--- src/hw/soc_consts.svh ---
`ifndef SOC_CONSTS_SVH
`define SOC_CONSTS_SVH

// bus widths
`define ARCHBITSZ 32
`define ADDRBITSZ 30
`define OFFBITSZ 10
`define SLVIDXBITSZ 2

// pi1 op codes
`define PI1_NOOP 2'd0
`define PI1_RDOP 2'd1
`define PI1_WROP 2'd2

// slave map, every window is 4 KB
`define SLV_DEVTBL 0
`define SLV_GPIO 1
`define SLVCOUNT 2

`define DEVID_DEVTBL 7
`define DEVID_GPIO 6
`define MAPSZ_DEVTBL 'h1000
`define MAPSZ_GPIO 'h1000

// software reset request register and its codes
`define DEVTBL_RST_OFF 'h3ff
`define RST_REQ_NONE 2'd0
`define RST_REQ_PWROFF 2'd1
`define RST_REQ_WARM 2'd2
`define RST_REQ_COLD 2'd3
`define RST_CNTR_BITSZ 4

`define GPIOCOUNT 8

`endif

--- src/hw/soc_pkg.sv ---
`include "soc_consts.svh"

package soc_pkg;

	// word address, either whole or split into its window fields
	typedef union packed {
		logic [`ADDRBITSZ-1:0] raw;
		struct packed {
			// nonzero here means no device
			logic [`ADDRBITSZ-`SLVIDXBITSZ-`OFFBITSZ-1:0] high;
			logic [`SLVIDXBITSZ-1:0]                      idx;
			logic [`OFFBITSZ-1:0]                         off;
		} f;
	} pi1_addr_u;

endpackage

--- src/hw/dev_table.sv ---
`include "soc_consts.svh"

module dev_table import soc_pkg::*; (
	input  logic                  clk100mhz,
	input  logic                  sys_rst_i,
	input  logic [1:0]            op_i,
	input  pi1_addr_u             off_i,
	input  logic [`ARCHBITSZ-1:0] data_i,
	output logic [`ARCHBITSZ-1:0] data_o,
	output logic                  rdy_o,
	output logic [1:0]            rst_req_o
);

	// one entry per slave index
	localparam logic [`ARCHBITSZ-1:0] DEV_ID [`SLVCOUNT] = '{
		`SLV_DEVTBL: `DEVID_DEVTBL,
		`SLV_GPIO:   `DEVID_GPIO
	};
	localparam logic [`ARCHBITSZ-1:0] DEV_MAPSZ [`SLVCOUNT] = '{
		`SLV_DEVTBL: `MAPSZ_DEVTBL,
		`SLV_GPIO:   `MAPSZ_GPIO
	};

	logic [`OFFBITSZ-1:0]  off_w;
	logic [`ARCHBITSZ-1:0] rd_w;
	logic [1:0]            rst_req_q;

	assign off_w = off_i.f.off;

	// even word is the id, odd word the map size
	always_comb begin
		rd_w = '0;
		for (int k = 0; k < `SLVCOUNT; k++) begin
			if (off_w == `OFFBITSZ'(2 * k))
				rd_w = DEV_ID[k];
			if (off_w == `OFFBITSZ'(2 * k + 1))
				rd_w = DEV_MAPSZ[k];
		end
		if (off_w == `DEVTBL_RST_OFF)
			rd_w = {{(`ARCHBITSZ-2){1'b0}}, rst_req_q};
	end

	always_ff @(posedge clk100mhz) begin
		if (sys_rst_i) begin
			rdy_o     <= 1'b0;
			rst_req_q <= `RST_REQ_NONE;
		end else begin
			rdy_o <= (op_i != `PI1_NOOP);
			if ((op_i == `PI1_WROP) && (off_w == `DEVTBL_RST_OFF))
				rst_req_q <= data_i[1:0];
		end
	end

	always_ff @(posedge clk100mhz) begin
		data_o <= (op_i == `PI1_RDOP) ? rd_w : '0;
	end

	assign rst_req_o = rst_req_q;

	// router forwards each request for one cycle, so ready never stretches
	a_rdy_pulse: assert property (@(posedge clk100mhz) disable iff (sys_rst_i)
		rdy_o |=> !rdy_o);

endmodule

--- src/hw/gpio_port.sv ---
`include "soc_consts.svh"

module gpio_port import soc_pkg::*; (
	input  logic                  clk100mhz,
	input  logic                  sys_rst_i,
	input  logic [1:0]            op_i,
	input  pi1_addr_u             off_i,
	input  logic [`ARCHBITSZ-1:0] data_i,
	output logic [`ARCHBITSZ-1:0] data_o,
	output logic                  rdy_o,
	input  logic [`GPIOCOUNT-1:0] gp_i,
	output logic [`GPIOCOUNT-1:0] gp_o
);

	localparam logic [`OFFBITSZ-1:0] IN_OFF  = 'd0;
	localparam logic [`OFFBITSZ-1:0] OUT_OFF = 'd1;

	logic [`GPIOCOUNT-1:0] sync1_q;
	logic [`GPIOCOUNT-1:0] sync2_q;
	logic [`GPIOCOUNT-1:0] out_q;
	logic [`ARCHBITSZ-1:0] rd_w;

	// pins are asynchronous to the bus
	always_ff @(posedge clk100mhz) begin
		sync1_q <= gp_i;
		sync2_q <= sync1_q;
	end

	always_comb begin
		case (off_i.f.off)
			IN_OFF:  rd_w = {{(`ARCHBITSZ-`GPIOCOUNT){1'b0}}, sync2_q};
			OUT_OFF: rd_w = {{(`ARCHBITSZ-`GPIOCOUNT){1'b0}}, out_q};
			default: rd_w = '0;
		endcase
	end

	always_ff @(posedge clk100mhz) begin
		if (sys_rst_i) begin
			rdy_o <= 1'b0;
			out_q <= '0;
		end else begin
			rdy_o <= (op_i != `PI1_NOOP);
			if ((op_i == `PI1_WROP) && (off_i.f.off == OUT_OFF))
				out_q <= data_i[`GPIOCOUNT-1:0];
		end
	end

	always_ff @(posedge clk100mhz) begin
		data_o <= (op_i == `PI1_RDOP) ? rd_w : '0;
	end

	assign gp_o = out_q;

endmodule

--- src/hw/pi1_router.sv ---
`include "soc_consts.svh"

module pi1_router import soc_pkg::*; (
	input  logic                  clk100mhz,
	input  logic                  sys_rst_i,
	input  logic [1:0]            m_op_i,
	input  pi1_addr_u             m_addr_i,
	input  logic [`ARCHBITSZ-1:0] m_data_i,
	output logic [`ARCHBITSZ-1:0] m_data_o,
	output logic                  m_rdy_o,
	output logic [1:0]            s_op_o [`SLVCOUNT],
	output pi1_addr_u             s_off_o,
	output logic [`ARCHBITSZ-1:0] s_data_o,
	input  logic [`ARCHBITSZ-1:0] s_data_i [`SLVCOUNT],
	input  logic [`SLVCOUNT-1:0]  s_rdy_i
);

	localparam int SELBITSZ = $clog2(`SLVCOUNT);

	logic                busy_q;
	logic                inv_q;
	logic                inv_rdy_q;
	logic [SELBITSZ-1:0] sel_q;
	logic                accept_w;
	logic                invalid_w;

	// new request only from idle
	assign accept_w = !busy_q && (m_op_i != `PI1_NOOP);
	assign invalid_w = (m_addr_i.f.high != '0) || (m_addr_i.f.idx >= `SLVCOUNT);

	// op goes to the selected slave for the accepting cycle only
	always_comb begin
		for (int k = 0; k < `SLVCOUNT; k++) begin
			s_op_o[k] = `PI1_NOOP;
			if (accept_w && !invalid_w && (m_addr_i.f.idx == k))
				s_op_o[k] = m_op_i;
		end
	end

	// slaves see an address local to their window
	always_comb begin
		s_off_o.raw = '0;
		s_off_o.f.off = m_addr_i.f.off;
	end

	assign s_data_o = m_data_i;

	always_ff @(posedge clk100mhz) begin
		if (sys_rst_i) begin
			busy_q    <= 1'b0;
			inv_q     <= 1'b0;
			inv_rdy_q <= 1'b0;
			sel_q     <= '0;
		end else begin
			// invalid device answers by itself with zero data
			inv_rdy_q <= accept_w && invalid_w;
			if (accept_w) begin
				busy_q <= 1'b1;
				inv_q  <= invalid_w;
				sel_q  <= m_addr_i.f.idx[SELBITSZ-1:0];
			end else if (m_op_i == `PI1_NOOP) begin
				busy_q <= 1'b0;
			end
		end
	end

	assign m_rdy_o  = inv_q ? inv_rdy_q : s_rdy_i[sel_q];
	assign m_data_o = inv_q ? '0 : s_data_i[sel_q];

	a_one_rdy: assert property (@(posedge clk100mhz) disable iff (sys_rst_i)
		$onehot0({inv_rdy_q, s_rdy_i}));

	a_rdy_busy: assert property (@(posedge clk100mhz) disable iff (sys_rst_i)
		m_rdy_o |-> busy_q);

endmodule

--- src/hw/reset_seq.sv ---
`include "soc_consts.svh"

module reset_seq (
	input  logic       clk100mhz,
	input  logic       rst_p,
	input  logic [1:0] rst_req_i,
	output logic       sys_rst_o
);

	logic [`RST_CNTR_BITSZ-1:0] cntr_q;
	logic                       pwroff_q;
	logic                       sw_cold_w;
	logic                       sw_warm_w;
	logic                       sw_pwroff_w;

	assign sw_cold_w   = (rst_req_i == `RST_REQ_COLD);
	assign sw_warm_w   = (rst_req_i == `RST_REQ_WARM);
	assign sw_pwroff_w = (rst_req_i == `RST_REQ_PWROFF);

	// cold restarts the count the same way warm does
	always_ff @(posedge clk100mhz) begin
		if (rst_p || sw_cold_w || sw_warm_w) begin
			cntr_q <= '1;
		end else if (cntr_q != '0) begin
			cntr_q <= cntr_q - 1'b1;
		end
	end

	// power-off holds the system down until the board reset
	always_ff @(posedge clk100mhz) begin
		if (rst_p) begin
			pwroff_q <= 1'b0;
		end else if (sw_pwroff_w) begin
			pwroff_q <= 1'b1;
		end
	end

	assign sys_rst_o = (cntr_q != '0) || pwroff_q;

	a_cntr_step: assert property (@(posedge clk100mhz) disable iff (rst_p)
		(cntr_q != $past(cntr_q)) |-> ((cntr_q == '1) || (cntr_q == $past(cntr_q) - 1'b1)));

endmodule

--- src/hw/soc_top.sv ---
`include "soc_consts.svh"

module soc_top import soc_pkg::*; (
	input  logic                  clk100mhz,
	input  logic                  rst_p,
	input  logic [1:0]            pi1_op_i,
	input  logic [`ADDRBITSZ-1:0] pi1_addr_i,
	input  logic [`ARCHBITSZ-1:0] pi1_data_i,
	output logic [`ARCHBITSZ-1:0] pi1_data_o,
	output logic                  pi1_rdy_o,
	input  logic [`GPIOCOUNT-1:0] gp_i,
	output logic [`GPIOCOUNT-1:0] gp_o,
	output logic                  sys_rst_o
);

	logic [1:0]            rst_req_w;
	logic [1:0]            s_op_w [`SLVCOUNT];
	pi1_addr_u             s_off_w;
	logic [`ARCHBITSZ-1:0] s_wdata_w;
	logic [`ARCHBITSZ-1:0] s_rdata_w [`SLVCOUNT];
	logic [`SLVCOUNT-1:0]  s_rdy_w;

	// system reset also leaves the chip, as it once did for the sd card
	reset_seq u_reset_seq (
		.clk100mhz (clk100mhz),
		.rst_p     (rst_p),
		.rst_req_i (rst_req_w),
		.sys_rst_o (sys_rst_o)
	);

	pi1_router u_router (
		.clk100mhz (clk100mhz),
		.sys_rst_i (sys_rst_o),
		.m_op_i    (pi1_op_i),
		.m_addr_i  (pi1_addr_i),
		.m_data_i  (pi1_data_i),
		.m_data_o  (pi1_data_o),
		.m_rdy_o   (pi1_rdy_o),
		.s_op_o    (s_op_w),
		.s_off_o   (s_off_w),
		.s_data_o  (s_wdata_w),
		.s_data_i  (s_rdata_w),
		.s_rdy_i   (s_rdy_w)
	);

	dev_table u_dev_table (
		.clk100mhz (clk100mhz),
		.sys_rst_i (sys_rst_o),
		.op_i      (s_op_w[`SLV_DEVTBL]),
		.off_i     (s_off_w),
		.data_i    (s_wdata_w),
		.data_o    (s_rdata_w[`SLV_DEVTBL]),
		.rdy_o     (s_rdy_w[`SLV_DEVTBL]),
		.rst_req_o (rst_req_w)
	);

	gpio_port u_gpio (
		.clk100mhz (clk100mhz),
		.sys_rst_i (sys_rst_o),
		.op_i      (s_op_w[`SLV_GPIO]),
		.off_i     (s_off_w),
		.data_i    (s_wdata_w),
		.data_o    (s_rdata_w[`SLV_GPIO]),
		.rdy_o     (s_rdy_w[`SLV_GPIO]),
		.gp_i      (gp_i),
		.gp_o      (gp_o)
	);

endmodule

--- config.mk ---
export PLATFORM = sky130hd
export DESIGN_NAME = soc_top
export DESIGN_NICKNAME = d
export VERILOG_FILES = /design/src/hw/soc_pkg.sv /design/src/hw/dev_table.sv /design/src/hw/gpio_port.sv /design/src/hw/pi1_router.sv /design/src/hw/reset_seq.sv /design/src/hw/soc_top.sv
export VERILOG_INCLUDE_DIRS = /design/src /design/src/hw
export SDC_FILE = /design/constraint.sdc
export NUM_CORES = 1
export LEC_CHECK = 0
export ABC_AREA = 1
export BUFFER_PORTS_ARGS = -buffer_cell sky130_fd_sc_hd__buf_2
export CAP_MARGIN = 20
export CORE_UTILIZATION = 40
export DETAILED_ROUTE_END_ITERATION = 10
export PLACE_DENSITY_LB_ADDON = 0.15
export SYNTH_ARGS = -nofsm -noshare
export SYNTH_HDL_FRONTEND = slang
export SYNTH_SLANG_ARGS = --single-unit
--- constraint.sdc ---
create_clock -name clk100mhz -period 2 [get_ports clk100mhz]
set_input_delay 0.5 -clock clk100mhz [delete_from_list [all_inputs] [get_ports clk100mhz]]
set_output_delay 0.5 -clock clk100mhz [all_outputs]
set_load 0.03 [all_outputs]
==> summary.txt <==
Placement
  • DP HPWL: 3490 um
  • Standard cell area after detailed placement: 0.00256 mm2
  • Total of buffers placed on input and output ports: about 70
  • Global placement routability congestion: between 0.7 and 0.8
  • Pre-CTS setup slack: between 200 and 250 ps

Power and ir drop
  • Largest vdd supply drop: 0.000412 V
  • Leakage Power: 1.24 nW
  • Total power density per cell area: around 670 mW/mm2

Min path
  • Min-Delay Path Class: in2reg

Routing
  • Drt pass-1 iters: 5
  • Via count of the routed design: 1930
  • Vias per cell: 4.44
  • Routed wire length per instance: 10.4 um
  • Total length of routed wires: 4510 um
  • Initial DRC Count: 53
  • Post-route DRC violation count: 0
  • Number of nets still failing antenna checks after routing: 0

Logic synthesis
  • Dominant combinational cell family by area after synthesis: simple AND/OR/NAND/NOR gates
  • Ys async rst share: 0%
  • Synthesized-area fraction occupied by and/or/nand/nor cells: 33.4%
  • Most frequent cells after synthesis: nor2_1 (63), dfxtp_1 (49), nand2_1 (44), nand3_1 (33), inv_1 (27)
  • Top cells by area in the synthesized netlist: dfxtp_1 (45%), nor2_1 (11%), buf_4 (7.9%), nand2_1 (7.5%), nand3_1 (7.5%)
  • Sequential fraction of the synthesis area: 44.7%
  • Number of unique standard cell types used by synthesis: 31
  • Multiplexer share of the synthesized area: 0%
  • Count leader, synth: nor2_1
  • Synth Flop Type: dfxtp_1
  • Xor/xnor share of the synthesized area: less than 1%
  • Area of the mapped netlist: approximately 0.0022 mm2
  • Fraction of the mapped netlist area in adder cells: 1.14%
  • Instance count of the mapped netlist: 286
  • Number of synthesis warnings: 0
  • Post-synth top area cell: dfxtp_1
  • Top-area cell type share of the netlist area: 44.7%
  • Synth Area per Inst: 7.67 um2
  • #FFs+latches synth: approximately 50
  • EDFF count, synth: 0
  • Area fraction in compound gates after synthesis: 6.67%

Run
  • Number of max-capacitance violations reported: 0

STA
  • Post-route clock period utilization: a little over nine tenths
  • Maximum operating frequency: roughly 520 MHz
  • Relative max-transition margin: roughly 65%
  • Smallest hold slack: approximately 280 ps
  • Number of setup violations in the final report: 0
  • Setup ws final: 94.0 ps
  • Post-route setup TNS: 0 ps
  • RSZ-0062 raised after global routing: no
  • Slew Viols, Final: 0
  • Worst Skew: ~10 ps
  • Final number of hold-violating endpoints: 0
  • Final critical path time including I/O delays and setup: 1910 ps
  • Actual transition at the worst max-transition pin: 527 ps

Global routing
  • Antenna violations before repair: 0
  • Global-route wire length before repair: 7310 um
  • Vias in the first global route: 1711
  • Total congestion overflow after global routing: 0
  • Maximum number of pins on one net before global-route repair: 19
  • All-layer global routing usage: 15.9%

Outcome
  • Run status: complete, no violations

Critical path
  • Class of the most critical setup path: reg2out
  • Crit path required time: 1500 ps
  • Critical Path End Type: primary output
  • Critical Path Fanout Max: 4
  • Data arrival time of the critical path: 1410 ps
  • Worst setup SP type: flip-flop

Die
  • Top-level port count: ~120
  • Width of the die: around 76 um
  • DIE HEIGHT: around 76 um
  • Row count: 26
  • Effective utilization at floorplan: 42.2%
  • Die Outline Area: 0.00579 mm2
  • Area of the core region: roughly 0.0052 mm2

Finish
  • Share of post-route cells with drive strength above 1: ~30%
  • Final standard cell utilization of the core: 51.9%
  • Area Overhead vs Synth: 23.2%
  • Total inserted antenna cells: 0
  • Post-layout instance area: 0.00270 mm2
  • Number of nets in the layout: 440

CTS
  • Clock tree from TritonCTS: yes
  • Clock insertion delay at the later pin of the skew report: approximately 310 ps
  • Number of hold buffers added after CTS: 0
  • Inserted Clock Buffers: 5
  • Maximum count of clock buffers along a single path: 2
  • Root buffer selected by CTS: clkbuf_8
  • Clock net sink count: 49
  • Level count of the clock H-tree: 2
  • CTS clk-pin slew, worst paths: 100 ps
path summary, 6_finish.rpt:
path	endpoint	from	slack, ps	cells past startpoint
worst max-delay path	sys_rst_o	u_reset_seq.cntr_q[0]	90	8
worst min-delay path	u_gpio.sync1_q[5]	gp_i[5]	280	1
worst max register to register	u_gpio.rdy_o	u_reset_seq.cntr_q[0]	590	9
worst min register to register	u_gpio.sync2_q[6]	u_gpio.sync1_q[6]	340	0
cells in the final DEF (no fill, tap or decap), types with 3 or more instances in the layout:
| cell type | synthesis | final |
|---|---|---|
| buf_2 | 1 | 67 |
| nor2_1 | 63 | 61 |
| dfxtp_1 | 49 | 47 |
| nand2_1 | 44 | 44 |
| nand3_1 | 33 | 33 |
| inv_1 | 27 | 23 |
| conb_1 | 1 | 23 |
| a21oi_2 | 8 | 8 |
| buf_4 | 23 | 7 |
| clkbuf_8 | 0 | 5 |
| inv_2 | 1 | 4 |
| nor2_2 | 3 | 4 |
| nand4_1 | 4 | 4 |
| a22o_1 | 3 | 3 |
| nor3_2 | 3 | 3 |
cells by family (layout without fill, tap and decap cells):
| logic type | Yosys count | in the layout |
|---|---|---|
| buf+inv | 56 | 113 |
| simple gates | 158 | 158 |
| compound gates | 19 | 19 |
| fa+ha+maj | 2 | 2 |
| flops | 49 | 49 |
| other cells | 1 | 23 |
| xor+xnor | 1 | 1 |
timing repair:
item,in CTS,in global routing
endpoints found under the setup margin,5,1
pin swaps,0,2
setup buffers,0,2
gates resized for setup,5,9
cloned,0,0
layer usage:
metal	wire (um)	GRT usage, %
met1	2000	18.2
met2	2240	28.5
met3	217	4.19
met4	57	5.19
met5	0	0
sequential cells by signal (all words and copies together), names as in the netlist, 2 cells and up:
| name | flops |
|---|---|
| u_gpio.sync2_q | 8 |
| u_dev_table.data_o | 4 |
| u_dev_table.rst_req_o | 2 |
| u_gpio.data_o | 8 |
| u_gpio.sync1_q | 8 |
| u_gpio.gp_o | 8 |
| u_reset_seq.cntr_q | 4 |
final cells by class:
class | instances | area [um2]
clock inverter | 3 | 28.8
clock buffer | 5 | 68.8
tap | 70 | 87.6
sequential | 49 | 983
inverter | 30 | 115
fill | 547 | 2500
timing repair buffer | 75 | 399
multi-input combinational | 203 | 1020
power breakdown:
part,total [W],internal (W),leakage [nW],switching (W)
logic,0.000175,0.0000580,0.787,0.000117
clock network,0.000622,0.000262,0.0506,0.000360
registers,0.00101,0.000998,0.402,0.00000874
total,0.00180,0.00132,1.24,0.000486
worst max-delay path, cell delays in order, from the launching register on:
cell	delay [ps]
dfxtp_2	340
inv_4	80
ha_4	120
nand2_1	50
nor2_2	130
inv_2	60
nor2_4	120
inv_2	60
buf_6	130
metrics by stage:
stage / total power, W / instances
after floorplan: 0.00116 / 308
after global placement: 0.00119 / 425
after detailed placement: 0.00120 / 425
after CTS: 0.00181 / 433
after global routing: 0.00188 / 435
final: 0.00180 / 435
Note: power is estimated with default switching activity, not from simulation.
